===== src/include/rvcore_defines.svh =====
`ifndef RVCORE_DEFINES_SVH
`define RVCORE_DEFINES_SVH

// Machine word and address width
`define RVCORE_XLEN 32

// Architectural integer registers, x0 included
`define RVCORE_NREGS 32

// Address of the first fetch after reset
`define RVCORE_RESET_PC 32'h0000_0000

// State encoding the core parks in on an illegal instruction
`define RVCORE_HALT_CODE 4'hf

`endif


===== src/verilog/rvcorePkg.sv =====
`include "rvcore_defines.svh"

package rvcorePkg;

    // One state per register transfer step
    typedef enum logic [3:0] {
        IF,
        ID,
        EX_R,
        EX_IALU,
        WB_ALU,
        EX_LDSD,
        MEM_LD,
        WB_LD,
        MEM_SD,
        EX_JAL,
        EX_JALR,
        ID_B,
        EX_B1,
        EX_B2,
        HALT = `RVCORE_HALT_CODE
    } cpuState;

    // Major opcodes of the supported subset
    typedef enum logic [6:0] {
        OP     = 7'b0110011,
        OP_IMM = 7'b0010011,
        LOAD   = 7'b0000011,
        STORE  = 7'b0100011,
        JAL    = 7'b1101111,
        JALR   = 7'b1100111,
        BRANCH = 7'b1100011
    } opcode;

    // Operation class from the control decoder
    typedef enum logic [1:0] {
        ALUOP_ADD     = 2'b00,
        ALUOP_COMPARE = 2'b01,
        ALUOP_FUNCT   = 2'b10
    } aluOp;

    typedef enum logic [2:0] {
        FUNC_ADD,
        FUNC_SUB,
        FUNC_AND,
        FUNC_OR,
        FUNC_XOR,
        FUNC_SLT
    } aluFunc;

endpackage


===== src/verilog/controlFsm.sv =====
module controlFsm (
    input  logic               clk,
    input  logic               reset,
    input  logic [6:0]         instrOpcode,
    input  logic [2:0]         instrFunct3,
    input  logic               wbAck,
    output rvcorePkg::cpuState state,
    output logic               halted
);
    import rvcorePkg::*;

    cpuState nextState;
    logic    aluFunct3Ok;

    // Shifts and SLTU are not implemented
    assign aluFunct3Ok = instrFunct3 inside {3'b000, 3'b010, 3'b100, 3'b110, 3'b111};

    always_ff @(posedge clk) begin
        if (reset) begin
            state <= IF;
        end else begin
            state <= nextState;
        end
    end

    always_comb begin
        nextState = state;
        case (state)
            IF: begin
                // Opcode comes straight off the bus on the acknowledge cycle
                if (wbAck) begin
                    if (instrOpcode == BRANCH && instrFunct3[2:1] == 2'b00) begin
                        nextState = ID_B;
                    end else begin
                        nextState = ID;
                    end
                end
            end
            ID: begin
                case (instrOpcode)
                    OP:          nextState = aluFunct3Ok ? EX_R : HALT;
                    OP_IMM:      nextState = aluFunct3Ok ? EX_IALU : HALT;
                    LOAD, STORE: nextState = (instrFunct3 == 3'b010) ? EX_LDSD : HALT;
                    JAL:         nextState = EX_JAL;
                    JALR:        nextState = (instrFunct3 == 3'b000) ? EX_JALR : HALT;
                    // Unsupported branches also end up here
                    default:     nextState = HALT;
                endcase
            end
            EX_R, EX_IALU: nextState = WB_ALU;
            EX_LDSD:       nextState = (instrOpcode == LOAD) ? MEM_LD : MEM_SD;
            MEM_LD:        nextState = wbAck ? WB_LD : MEM_LD;
            MEM_SD:        nextState = wbAck ? IF : MEM_SD;
            ID_B:          nextState = EX_B1;
            EX_B1:         nextState = EX_B2;
            WB_ALU, WB_LD, EX_JAL, EX_JALR, EX_B2: nextState = IF;
            HALT:          nextState = HALT;
            default:       nextState = HALT;
        endcase
    end

    assign halted = (state == HALT);

    // Encoding 14 is never reached
    stateDefined: assert property (@(posedge clk) disable iff (reset)
        !$isunknown(state) && state inside {[IF:EX_B2], HALT});

endmodule


===== src/verilog/stateToControl.sv =====
module stateToControl (
    input  rvcorePkg::cpuState state,
    output logic               pcWriteCond,
    output logic               pcWrite,
    output logic               iorD,
    output logic               memRead,
    output logic               memWrite,
    output logic               memToReg,
    output logic               irWrite,
    output logic               pcSource,
    output rvcorePkg::aluOp    aluOpSel,
    output logic [1:0]         aluSrcB,
    output logic               aluSrcA,
    output logic               regWrite
);
    import rvcorePkg::*;

    // aluSrcB: 00 register B, 01 constant 4, 10 immediate
    // aluSrcA: 0 instrPc, 1 register A
    always_comb begin
        pcWriteCond = 1'b0;
        pcWrite     = 1'b0;
        iorD        = 1'b0;
        memRead     = 1'b0;
        memWrite    = 1'b0;
        memToReg    = 1'b0;
        irWrite     = 1'b0;
        pcSource    = 1'b0;
        aluOpSel    = ALUOP_ADD;
        aluSrcB     = 2'b00;
        aluSrcA     = 1'b0;
        regWrite    = 1'b0;

        case (state)
            // IR <- MEM[PC], instrPc <- PC
            IF: begin
                memRead = 1'b1;
                irWrite = 1'b1;
            end
            // ALUOut <- instrPc + 4 while A and B load
            ID: aluSrcB = 2'b01;
            EX_R: begin
                aluSrcA  = 1'b1;
                aluOpSel = ALUOP_FUNCT;
            end
            EX_IALU: begin
                aluSrcA  = 1'b1;
                aluSrcB  = 2'b10;
                aluOpSel = ALUOP_FUNCT;
            end
            WB_ALU: begin
                regWrite = 1'b1;
                aluSrcB  = 2'b01;
                pcWrite  = 1'b1;
            end
            // Effective address
            EX_LDSD: begin
                aluSrcA = 1'b1;
                aluSrcB = 2'b10;
            end
            MEM_LD: begin
                iorD    = 1'b1;
                memRead = 1'b1;
            end
            WB_LD: begin
                memToReg = 1'b1;
                regWrite = 1'b1;
                aluSrcB  = 2'b01;
                pcWrite  = 1'b1;
            end
            // PC advances on the store acknowledge
            MEM_SD: begin
                iorD     = 1'b1;
                memWrite = 1'b1;
                aluSrcB  = 2'b01;
                pcWrite  = 1'b1;
            end
            // Link value was computed in ID
            EX_JAL: begin
                regWrite = 1'b1;
                aluSrcB  = 2'b10;
                pcWrite  = 1'b1;
            end
            EX_JALR: begin
                regWrite = 1'b1;
                aluSrcA  = 1'b1;
                aluSrcB  = 2'b10;
                pcWrite  = 1'b1;
            end
            ID_B: begin
                aluSrcB = 2'b01;
                pcWrite = 1'b1;
            end
            // Branch target into ALUOut
            EX_B1: aluSrcB = 2'b10;
            EX_B2: begin
                aluSrcA     = 1'b1;
                aluOpSel    = ALUOP_COMPARE;
                pcSource    = 1'b1;
                pcWriteCond = 1'b1;
            end
            default: ;
        endcase
    end

    always_comb begin
        memExclusive: assert final (!(memRead && memWrite));
    end

endmodule


===== src/verilog/aluDecoder.sv =====
module aluDecoder (
    input  rvcorePkg::aluOp   aluOpSel,
    input  logic [2:0]        funct3,
    input  logic              funct7b5,
    input  logic              isRegOp,
    output rvcorePkg::aluFunc func
);
    import rvcorePkg::*;

    always_comb begin
        case (aluOpSel)
            ALUOP_ADD:     func = FUNC_ADD;
            ALUOP_COMPARE: func = FUNC_SUB;
            default: begin
                case (funct3)
                    // Bit 30 of an immediate is not a subtract flag
                    3'b000:  func = (isRegOp && funct7b5) ? FUNC_SUB : FUNC_ADD;
                    3'b010:  func = FUNC_SLT;
                    3'b100:  func = FUNC_XOR;
                    3'b110:  func = FUNC_OR;
                    3'b111:  func = FUNC_AND;
                    default: func = FUNC_ADD;
                endcase
            end
        endcase
    end

endmodule


===== src/verilog/alu.sv =====
`include "rvcore_defines.svh"

module alu (
    input  rvcorePkg::aluFunc       func,
    input  logic [`RVCORE_XLEN-1:0] a,
    input  logic [`RVCORE_XLEN-1:0] b,
    output logic [`RVCORE_XLEN-1:0] result,
    output logic                    zero
);
    import rvcorePkg::*;

    logic lessThan;

    // Signed compare for SLT and SLTI
    assign lessThan = $signed(a) < $signed(b);

    always_comb begin
        case (func)
            FUNC_ADD: result = a + b;
            FUNC_SUB: result = a - b;
            FUNC_AND: result = a & b;
            FUNC_OR:  result = a | b;
            FUNC_XOR: result = a ^ b;
            FUNC_SLT: result = {{(`RVCORE_XLEN-1){1'b0}}, lessThan};
            default:  result = '0;
        endcase
    end

    assign zero = (result == '0);

endmodule


===== src/verilog/registerFile.sv =====
`include "rvcore_defines.svh"

module registerFile (
    input  logic                    clk,
    input  logic [4:0]              rs1,
    input  logic [4:0]              rs2,
    input  logic [4:0]              rd,
    input  logic                    writeEnable,
    input  logic [`RVCORE_XLEN-1:0] writeData,
    output logic [`RVCORE_XLEN-1:0] readData1,
    output logic [`RVCORE_XLEN-1:0] readData2
);

    logic [`RVCORE_XLEN-1:0] regs [`RVCORE_NREGS];

    always_ff @(posedge clk) begin
        if (writeEnable && rd != 5'd0) begin
            regs[rd] <= writeData;
        end
    end

    // x0 is hardwired, its array slot is never written
    assign readData1 = (rs1 == 5'd0) ? '0 : regs[rs1];
    assign readData2 = (rs2 == 5'd0) ? '0 : regs[rs2];

endmodule


===== src/verilog/rvcoreDatapath.sv =====
`include "rvcore_defines.svh"

module rvcoreDatapath (
    input  logic                    clk,
    input  logic                    reset,
    input  logic                    pcWriteCond,
    input  logic                    pcWrite,
    input  logic                    iorD,
    input  logic                    memRead,
    input  logic                    memWrite,
    input  logic                    memToReg,
    input  logic                    irWrite,
    input  logic                    pcSource,
    input  rvcorePkg::aluOp         aluOpSel,
    input  logic [1:0]              aluSrcB,
    input  logic                    aluSrcA,
    input  logic                    regWrite,
    output logic [6:0]              instrOpcode,
    output logic [2:0]              instrFunct3,
    output logic [`RVCORE_XLEN-1:0] wbAdr,
    output logic [`RVCORE_XLEN-1:0] wbWriteData,
    input  logic [`RVCORE_XLEN-1:0] wbReadData,
    output logic                    wbWe,
    output logic                    wbCyc,
    output logic                    wbStb,
    input  logic                    wbAck
);
    import rvcorePkg::*;

    logic [`RVCORE_XLEN-1:0] pc, instrPc, ir, regA, regB, aluOut, mdr;
    logic [`RVCORE_XLEN-1:0] rfData1, rfData2, imm, srcA, srcB, aluResult;
    aluFunc                  func;
    logic                    aluZero, memAccess, busGap, branchTaken, pcLoad;

    // Decode fields bypass IR while the fetch data is on the bus
    assign instrOpcode = irWrite ? wbReadData[6:0] : ir[6:0];
    assign instrFunct3 = irWrite ? wbReadData[14:12] : ir[14:12];

    always_comb begin
        case (ir[6:0])
            STORE:   imm = {{(`RVCORE_XLEN-12){ir[31]}}, ir[31:25], ir[11:7]};
            BRANCH:  imm = {{(`RVCORE_XLEN-12){ir[31]}}, ir[7], ir[30:25], ir[11:8], 1'b0};
            JAL:     imm = {{(`RVCORE_XLEN-20){ir[31]}}, ir[19:12], ir[20], ir[30:21], 1'b0};
            default: imm = {{(`RVCORE_XLEN-12){ir[31]}}, ir[31:20]};
        endcase
    end

    assign srcA = aluSrcA ? regA : instrPc;

    always_comb begin
        case (aluSrcB)
            2'b00:   srcB = regB;
            2'b01:   srcB = `RVCORE_XLEN'd4;
            default: srcB = imm;
        endcase
    end

    registerFile registerFile_inst (
        .clk         (clk),
        .rs1         (ir[19:15]),
        .rs2         (ir[24:20]),
        .rd          (ir[11:7]),
        .writeEnable (regWrite),
        .writeData   (memToReg ? mdr : aluOut),
        .readData1   (rfData1),
        .readData2   (rfData2)
    );

    aluDecoder aluDecoder_inst (
        .aluOpSel (aluOpSel),
        .funct3   (ir[14:12]),
        .funct7b5 (ir[30]),
        .isRegOp  (ir[6:0] == OP),
        .func     (func)
    );

    alu alu_inst (
        .func   (func),
        .a      (srcA),
        .b      (srcB),
        .result (aluResult),
        .zero   (aluZero)
    );

    // funct3[0] set means BNE
    assign branchTaken = ir[12] ? !aluZero : aluZero;
    assign memAccess   = memRead || memWrite;
    // A memory state only commits its PC update on the acknowledge
    assign pcLoad = (pcWrite || (pcWriteCond && branchTaken)) && (!memAccess || wbAck);

    always_ff @(posedge clk) begin
        if (reset) begin
            pc     <= `RVCORE_RESET_PC;
            busGap <= 1'b0;
        end else begin
            if (pcLoad) begin
                pc <= pcSource ? aluOut : aluResult;
            end
            // One idle bus cycle after every acknowledge
            busGap <= wbAck;
        end
    end

    always_ff @(posedge clk) begin
        if (irWrite && wbAck) begin
            ir      <= wbReadData;
            instrPc <= pc;
        end
        if (memRead && iorD && wbAck) begin
            mdr <= wbReadData;
        end
        // ALUOut holds the address through wait states
        if (!memAccess) begin
            aluOut <= aluResult;
        end
        regA <= rfData1;
        regB <= rfData2;
    end

    // No request while reset holds the FSM in IF
    assign wbCyc       = memAccess && !busGap && !reset;
    assign wbStb       = memAccess && !busGap && !reset;
    assign wbWe        = memWrite;
    assign wbAdr       = iorD ? aluOut : pc;
    assign wbWriteData = regB;

    // A pending strobe keeps its cycle and address until the slave answers
    stbHeld: assert property (@(posedge clk) disable iff (reset)
        wbStb && !wbAck |=> wbStb && wbCyc && $stable(wbAdr) && $stable(wbWe));

endmodule


===== src/verilog/rvcoreTop.sv =====
`include "rvcore_defines.svh"

module rvcoreTop (
    input  logic                    clk,
    input  logic                    reset,
    output logic [`RVCORE_XLEN-1:0] wbAdr,
    output logic [`RVCORE_XLEN-1:0] wbWriteData,
    input  logic [`RVCORE_XLEN-1:0] wbReadData,
    output logic                    wbWe,
    output logic                    wbCyc,
    output logic                    wbStb,
    input  logic                    wbAck,
    output logic                    halted
);
    import rvcorePkg::*;

    cpuState    state;
    aluOp       aluOpSel;
    logic [1:0] aluSrcB;
    logic [6:0] instrOpcode;
    logic [2:0] instrFunct3;
    logic       pcWriteCond, pcWrite, iorD, memRead, memWrite, memToReg;
    logic       irWrite, pcSource, aluSrcA, regWrite;

    controlFsm controlFsm_inst (
        .clk         (clk),
        .reset       (reset),
        .instrOpcode (instrOpcode),
        .instrFunct3 (instrFunct3),
        .wbAck       (wbAck),
        .state       (state),
        .halted      (halted)
    );

    stateToControl stateToControl_inst (
        .state       (state),
        .pcWriteCond (pcWriteCond),
        .pcWrite     (pcWrite),
        .iorD        (iorD),
        .memRead     (memRead),
        .memWrite    (memWrite),
        .memToReg    (memToReg),
        .irWrite     (irWrite),
        .pcSource    (pcSource),
        .aluOpSel    (aluOpSel),
        .aluSrcB     (aluSrcB),
        .aluSrcA     (aluSrcA),
        .regWrite    (regWrite)
    );

    rvcoreDatapath rvcoreDatapath_inst (
        .clk         (clk),
        .reset       (reset),
        .pcWriteCond (pcWriteCond),
        .pcWrite     (pcWrite),
        .iorD        (iorD),
        .memRead     (memRead),
        .memWrite    (memWrite),
        .memToReg    (memToReg),
        .irWrite     (irWrite),
        .pcSource    (pcSource),
        .aluOpSel    (aluOpSel),
        .aluSrcB     (aluSrcB),
        .aluSrcA     (aluSrcA),
        .regWrite    (regWrite),
        .instrOpcode (instrOpcode),
        .instrFunct3 (instrFunct3),
        .wbAdr       (wbAdr),
        .wbWriteData (wbWriteData),
        .wbReadData  (wbReadData),
        .wbWe        (wbWe),
        .wbCyc       (wbCyc),
        .wbStb       (wbStb),
        .wbAck       (wbAck)
    );

endmodule


===== config.mk =====
export PLATFORM = sky130hd
export DESIGN_NAME = rvcoreTop
export DESIGN_NICKNAME = d
export VERILOG_FILES = /design/src/verilog/rvcorePkg.sv /design/src/verilog/controlFsm.sv /design/src/verilog/stateToControl.sv /design/src/verilog/aluDecoder.sv /design/src/verilog/alu.sv /design/src/verilog/registerFile.sv /design/src/verilog/rvcoreDatapath.sv /design/src/verilog/rvcoreTop.sv
export VERILOG_INCLUDE_DIRS = /design/src /design/src/include
export SDC_FILE = /design/constraint.sdc
export NUM_CORES = 2
export LEC_CHECK = 0
export ABC_AREA = 0
export BUFFER_PORTS_ARGS = -buffer_cell sky130_fd_sc_hd__buf_2
export CORE_MARGIN = 5
export CORE_UTILIZATION = 59
export CTS_BUF_LIST = sky130_fd_sc_hd__clkbuf_4 sky130_fd_sc_hd__clkbuf_8
export DETAILED_ROUTE_END_ITERATION = 10
export PLACE_DENSITY = 0.84
export SETUP_SLACK_MARGIN = 0.3
export SLEW_MARGIN = 0
export SYNTH_ARGS = -nofsm -noshare
export SYNTH_HDL_FRONTEND = slang
export SYNTH_SLANG_ARGS = --single-unit

===== constraint.sdc =====
create_clock -name clk -period 7.15 [get_ports clk]
set_clock_uncertainty 0.05 [all_clocks]
set_input_delay 0.3575 -clock clk [delete_from_list [all_inputs] [get_ports clk]]
set_output_delay 0.3575 -clock clk [all_outputs]
set_load 0.01 [all_outputs]

# ---- Word-level counts from Yosys, hierarchy flattened
# Memory sizes are Yosys's and may differ from the RTL's. A register that Yosys moved wholly into a read port is not among the register bits.
# Cells that the tools add are included.
dict set report totals {
  mem_count 1
  out_inout_bits 68
  inputBits 35
  regBits 165
  ramBits 1024
}
# name words word_bits rd rd_ports_with_merged_regs wr line_no
set mem_list {}
lappend mem_list {rvcoreDatapath_inst.registerFile_inst.regs 32 32 2 2 1 registerFile.sv:14} ;# logic [`RVCORE_XLEN-1:0] regs [`RVCORE_NREGS];
dict set report classes {
  bitwise_logic 3
  magnitude_cmp 1
  reduce_logical 39
  muxes 37
  addsub 2
  n_eq_ne 41
}
# op n
set ops {}
lappend ops {{case mux 32 bit (6 select lines)} 1}
lappend ops {{2-to-1 mux 32 bit} 4}
lappend ops {{case mux 32 bit (2 select lines)} 1}
lappend ops {{case mux 20 bit (3 select lines)} 1}
lappend ops {{case mux 4 bit (9 select lines)} 1}
lappend ops {{equality test 7 bit, second input constant} 5}
lappend ops {{adder 32 bit} 1}
lappend ops {{AND 32 bit} 1}
lappend ops {{zero test 32 bit} 1}
lappend ops {{< comparator 32 bit} 1}
lappend ops {{OR 32 bit} 1}
lappend ops {{subtractor 32 bit} 1}
lappend ops {{bitwise XOR 32 bit} 1}
lappend ops {{equality test 4 bit, second input constant} 7}
lappend ops {{equality test 7 x 6 -> 1 bit, second input constant} 4}
lappend ops {{2-to-1 mux 4 bit} 7}
lappend ops {{equality test 3 bit, second input constant} 8}
lappend ops {{case mux 4 bit (5 select lines)} 1}
lappend ops {{OR reduction 5 bit} 4}
lappend ops {{equality test 4 x 3 -> 1 bit, second input constant} 4}
lappend ops {{case mux 3 bit (5 select lines)} 1}
lappend ops {{2-to-1 mux 1 bit} 14}
lappend ops {{equality test 3 x 2 -> 1 bit, second input constant} 4}
lappend ops {{logical AND 1 bit} 10}
lappend ops {{21 further kinds} 39}

# ---- Logic depth before layout (Yosys ltp)
dict set report logic_depth {
  word_depth 13
  ltp_mapped 24
  depth_no_buf 21
}

# ---- By module
# A second synthesis with hierarchy kept.
dict set report unflattened {
  cells_unflattened 4090
  area_unflattened_um2 62925.4
}
# mod area_per_inst_um2 instances cells_per_inst seq_area_each_um2
set modules_own_cells {}
lappend modules_own_cells {registerFile 47929.7 1 2564 30749.5}
lappend modules_own_cells {rvcoreDatapath 8559.5 1 533 5785.5}
lappend modules_own_cells {alu 5699.2 1 888 0.0}
lappend modules_own_cells {controlFsm 476.7 1 67 80.1}
lappend modules_own_cells {stateToControl 210.2 1 31 0.0}
lappend modules_own_cells {aluDecoder 50.0 1 7 0.0}

# ---- Least setup slack after synthesis
# OpenSTA, ideal clock, no wires.
dict set report synth_timing {
  path_kind {register -> register}
  start {reg rvcoreDatapath_inst.ir[3]}
  end {reg rvcoreDatapath_inst.pc[2]}
  path_stages_with_launch 20
  arrival_ns 5.848
  required_ns 6.977
  n_path_buf 0
  setup_slack_ns 1.129
  cell_sequence {edfxtp_1 nor4_1 nor2_1 a32oi_1 o21ai_0 ha_1 fa_1 o21ba_2 nor4_1 o211ai_1 a2111oi_2 or4_1 nand3_1 nor3_1 nand4_1 or4_1 nor3_2 mux2i_2 nor2_8 mux2_1}
}
dict set report synth_between {
  elab_chain_len 13
  word_cells_on_any_way 30
}
# item line_no
set synth_rtl {}
lappend synth_rtl {{start, declared} rvcoreDatapath.sv:30} ;# logic [`RVCORE_XLEN-1:0] pc, instrPc, ir, regA, regB, aluOut, mdr;
lappend synth_rtl {{start signal, assigned} rvcoreDatapath.sv:106} ;# ir <= wbReadData;
lappend synth_rtl {{branches (longest 6 deep; another with subtractor 32 bit)} --}
lappend synth_rtl {{case mux 32 bit (6 select lines) *} alu.sv:18} ;# case (func)
lappend synth_rtl {{net rvcoreDatapath_inst.aluResult[14]} rvcoreDatapath.sv:31} ;# logic [`RVCORE_XLEN-1:0] rfData1, rfData2, imm, srcA, srcB, aluResult;
lappend synth_rtl {{zero test 32 bit *} alu.sv:29} ;# assign zero = (result == '0);
lappend synth_rtl {{zero test 1 bit} rvcoreDatapath.sv:86} ;# assign branchTaken = ir[12] ? !aluZero : aluZero;
lappend synth_rtl {{2-to-1 mux 1 bit *} rvcoreDatapath.sv:86}
lappend synth_rtl {{logical AND 1 bit *} rvcoreDatapath.sv:89} ;# assign pcLoad = (pcWrite || (pcWriteCond && branchTaken)) && (!memAccess || wbAck);
lappend synth_rtl {{logical OR 1 bit *} rvcoreDatapath.sv:89}
lappend synth_rtl {{logical AND 1 bit *} rvcoreDatapath.sv:89}
lappend synth_rtl {{end signal, assigned} rvcoreDatapath.sv:93} ;# pc <= `RVCORE_RESET_PC;
lappend synth_rtl {{end signal, assigned} rvcoreDatapath.sv:97} ;# pc <= pcSource ? aluOut : aluResult;
lappend synth_rtl {{end, declared} rvcoreDatapath.sv:30}
# Mark *: on every way through the listed nets, which the timed path passes.
# A chain may end at the register's enable or synchronous reset.

# ---- Worst setup path in the final report
dict set report layout_timing {
  start {reg controlFsm_inst.state[1]}
  end {reg rvcoreDatapath_inst.pc[19]}
}
dict set report layout_between {
  elab_chain_len 13
  word_cells_on_any_way 57
}
# item line_no
set layout_rtl {}
lappend layout_rtl {{start, declared} controlFsm.sv:7} ;# output rvcorePkg::cpuState state,
lappend layout_rtl {{start signal, assigned} controlFsm.sv:22} ;# state <= nextState;
lappend layout_rtl {{equality test 4 x 2 -> 1 bit, or another cell as far along} stateToControl.sv:34} ;# case (state)
lappend layout_rtl {{OR reduction 5 bit (no line) or OR reduction 2 bit (tied branches)} --}
lappend layout_rtl {{case mux 2 bit (2 select lines)} stateToControl.sv:34}
lappend layout_rtl {{equality test 2 x 1 -> 1 bit, or another cell as far along} rvcoreDatapath.sv:51} ;# case (aluSrcB)
lappend layout_rtl {{case mux 32 bit (2 select lines) or case mux 3 bit (2 select lines) (tied branches)} {rvcoreDatapath.sv:51, aluDecoder.sv:11}}
lappend layout_rtl {{subtractor 32 bit, or another cell as far along} alu.sv:20} ;# FUNC_SUB: result = a - b;
lappend layout_rtl {{case mux 32 bit (6 select lines) *} alu.sv:18}
lappend layout_rtl {{net rvcoreDatapath_inst.aluResult[14]} rvcoreDatapath.sv:31}
lappend layout_rtl {{zero test 32 bit *} alu.sv:29}
lappend layout_rtl {{zero test 1 bit} rvcoreDatapath.sv:86}
lappend layout_rtl {{2-to-1 mux 1 bit *} rvcoreDatapath.sv:86}
lappend layout_rtl {{logical AND 1 bit *} rvcoreDatapath.sv:89}
lappend layout_rtl {{logical OR 1 bit *} rvcoreDatapath.sv:89}
lappend layout_rtl {{logical AND 1 bit *} rvcoreDatapath.sv:89}
# Mark *: on every way through the listed nets, which the timed path passes. The rest lies on a longest branch.

==> flow_metrics.env <==
export IMPL_multi_input_area_um2=24300
export IMPL_synthDominantCellAreaShare_pct=55.7
export IMPL_reg2reg_to="rvcoreDatapath_inst.pc[19]"
export IMPL_maxSlewViolCount=0
export IMPL_viasPerCell=7.37
export IMPL_vias=40000
export IMPL_maxCapViolCount=0
export IMPL_cp_arrival_ns=7.33
export IMPL_synth_top_flop_cell="edfxtp_1"
export IMPL_hold_depth=2
export IMPL_syn_area_um2=62100
export IMPL_post_dp_hpwl_mm=123
export IMPL_drc_errors=0
export IMPL_drt_iter0_drc=6481
export IMPL_portBuffers=102
export IMPL_outcome="complete, no violations"
export IMPL_io_pins=103
export IMPL_postCtsSetupBuffers=0
export IMPL_synth_area_leaders="edfxtp_1, mux4_2, dfxtp_1, ha_1, mux2i_1"
export IMPL_dr_pass1_iters=6
export IMPL_p_switching_uw=12700
export IMPL_ant_nets=0
export IMPL_finalHoldViolCount=0
export IMPL_cts_clk_slew_worst_paths_ns=0.06
export IMPL_fin_cells=5435
export IMPL_antenna_found_initial=12
export IMPL_num_rows=119
export IMPL_gp_congestion=1.03
export IMPL_grt_first_pass_wirelength_mm=279
export IMPL_synth_edf_count=1152
export IMPL_synth_top_area_cell="edfxtp_1"
export IMPL_path_cells="buf_4, nor2b_1, a22o_2, buf_12, mux2_2, ha_1, inv_1, nor4_1, a21boi_0, o21ai_0, a31oi_1, nand3_1, nor3_1, nand4_1, or4_1, nor3_2, mux2i_4, nor2_8, buf_4, mux2i_1"
export IMPL_p_comb_share_pct=46.8
export IMPL_switching_share_pct=40.9
export IMPL_start_kind="register"
export IMPL_fin_area_um2=68900
export IMPL_critPathSlowestCell="nor4_1"
export IMPL_final_seq_area_um2=36600
export IMPL_yosysMostFrequentCell="edfxtp_1"
export IMPL_power_density_nw_per_um2=451
export IMPL_wl_per_cell_um=35.7
export IMPL_p_leak_uw=0.0232
export IMPL_path_common_cell="buf_4"
export IMPL_dp_cells=5056
export IMPL_cpPeakStageDelay_ns=0.79
export IMPL_fin_nets=4027
export IMPL_worst_setup_path_type="register to register"
export IMPL_rsz0062_at_grt="no"
export IMPL_yosysSeqAreaShare_pct=59.0
export IMPL_dieArea_um2=112000
export IMPL_grt_total_usage_pct=34.6
export IMPL_htree_levels=4
export IMPL_fmax_mhz=151
export IMPL_whs_endpoint="controlFsm_inst.state[1]"
export IMPL_relSlewSlack_pct=7.63
export IMPL_cts_buffers=187
export IMPL_setup_violations=0
export IMPL_final_period_utilization_pct=92.5
export IMPL_cts_tree="done"
export IMPL_r2r_slack_ns=0.54
export IMPL_worst_hold_slack_ns=0.0758
export IMPL_fin_tns_setup_ns=0
export IMPL_endpoint_kind="register"
export IMPL_p_int_uw=18400
export IMPL_nFillCells=6660
export IMPL_hold_path_class="input pin to register"
export IMPL_die_w_um=334
export IMPL_path_max_fanout=20
export IMPL_cp_num_cells=20
export IMPL_placed_cell_area_um2=64700
export IMPL_layout_drive_gt1_share_pct=33.2
export IMPL_ys_seq_elements=1253
export IMPL_coreArea_um2=105000
export IMPL_critPathBufInv=4
export IMPL_worst_r2r_cell_count=20
export IMPL_grt_pass1_vias=40700
export IMPL_syn_to_final_growth_pct=10.9
export IMPL_clock_latency_ns=0.87
export IMPL_async_flop_share_pct=0
export IMPL_reg2reg_from="controlFsm_inst.state[1]"
export IMPL_period_minus_slack_ns=6.61
export IMPL_clock_sinks=1253
export IMPL_worst_slew_pin_slew_ns=1.38
export IMPL_drt_total_wl_mm=194
export IMPL_power_share_clock_pct=19.2
export IMPL_syn_area_per_cell_um2=16.9
export IMPL_path_delay_family="simple AND/OR/NAND/NOR gates"
export IMPL_hp_start="reset"
export IMPL_grt_ovfl_total=0
export IMPL_synthTopCellsByCount="edfxtp_1, mux4_2, nor2_1"
export IMPL_pwr_share_seq_pct=34.0
export IMPL_crit_required_ns=7.87
export IMPL_root_buffer="clkbuf_8"
export IMPL_grt_max_degree=137
export IMPL_ys_warnings_count=0
export IMPL_die_h_um=334
export IMPL_clockBufferDepth=3
export IMPL_start_util_pct=59.2
export IMPL_peakVddDrop_v=0.000346
export IMPL_ys_types=107
export IMPL_synth_cells=3674
power groups by stage:
stage / Combinational, uW / Sequential [uW] / Clock (uW)
final: 14600 / 10600 / 5960
after global routing: 15400 / 10600 / 6350
after CTS: 14200 / 10500 / 5980
after detailed placement: 14100 / 10600 / 0
after global placement: 14000 / 10600 / 0
after floorplan: 9440 / 10200 / 0
repair_timing:
| action | in CTS | in global routing |
|---|---|---|
| gates resized for setup | 0 | 10 |
| endpoints found under the hold margin | 69 | 0 |
| endpoints found under the setup margin | 0 | 24 |
| hold buffers | 34 | 0 |
metal layers:
layer / wire, um / global-route usage, % / vias to the layer above / share of wire (%)
met4: 13500 / 20.2 / 12 / 7.0
met5: 80 / 0 / - / 0.041
met1: 62800 / 44.4 / 20200 / 32
met2: 90800 / 53.2 / 3482 / 47
li1: - / - / 15600 / -
met3: 27000 / 10.4 / 778 / 14
cells in the final DEF (no fill, tap or decap), types with 34 or more instances in the layout:
cell type / instances
dfxtp_1: 100
inv_1: 133
a21oi_1: 115
mux2i_1: 97
clkbuf_8: 200
buf_2: 102
nor2_1: 206
nand2_1: 153
buf_4: 112
edfxtp_1: 1152
o21ai_0: 89
clkbuf_4: 73
mux2_2: 84
nor3_1: 41
mux4_2: 640
dlygate4sd3_1: 34
ha_1: 100
worst max path at each step:
stage / startpoint / slack (ns) / endpoint
after detailed placement: controlFsm_inst.state[2] / 0.53 / rvcoreDatapath_inst.pc[29]
after global placement: controlFsm_inst.state[2] / 0.47 / rvcoreDatapath_inst.pc[29]
after CTS: controlFsm_inst.state[2] / 0.43 / rvcoreDatapath_inst.pc[29]
after floorplan: rvcoreDatapath_inst.ir[3] / 1.13 / rvcoreDatapath_inst.pc[2]
final: controlFsm_inst.state[1] / 0.54 / rvcoreDatapath_inst.pc[19]
after global routing: controlFsm_inst.state[1] / 0.28 / rvcoreDatapath_inst.pc[21]
kinds of logic (layout without fill, tap and decap cells):
logic type                 after synthesis  count (layout)  synth area share (%)
muxes                                  824             824                  26.4
buffers and inverters                  398             735                  2.56
adders and majority gates              105             105                  2.14
AOI/OAI and AO/OA                      463             463                  5.11
other                                    1              34               0.00604
and+or+nand+nor                        620             620                  4.73
xor gates and xnor gates                10              10                 0.141
DFF                                   1253            1253                  59.0
through the flow:
step | setup WS (ns) | utilization [%] | total power [uW]
after global placement | 0.475 | 61.6 | 24600
after floorplan | 1.13 | - | 19700
after detailed placement | 0.534 | 61.6 | 24700
final | 0.537 | 65.6 | 31100
after CTS | 0.430 | 65.6 | 30600
after global routing | 0.279 | 65.6 | 32300
sequential cells by signal, summed over array words and instances (netlist names), 32 cells and up:
signal and flops:
rvcoreDatapath_inst.instrPc 32, rvcoreDatapath_inst.pc 32, rvcoreDatapath_inst.aluOut 32, rvcoreDatapath_inst.registerFile_inst.regs 1024
rvcoreDatapath_inst.mdr 32, rvcoreDatapath_inst.wbWriteData 32, rvcoreDatapath_inst.regA 32, rvcoreDatapath_inst.ir 32
area by class of cell:
cell class	count	share of cell area (%)
sequential	1253	53.2
multi-input combinational	2054	35.3
clock buffer	273	4.79
timing repair buffer	256	2.68
tap	1391	2.53
inverter	136	0.741
clock inverter	70	0.732
antenna	2	0.00727
Power figures use the tool's default switching activity.
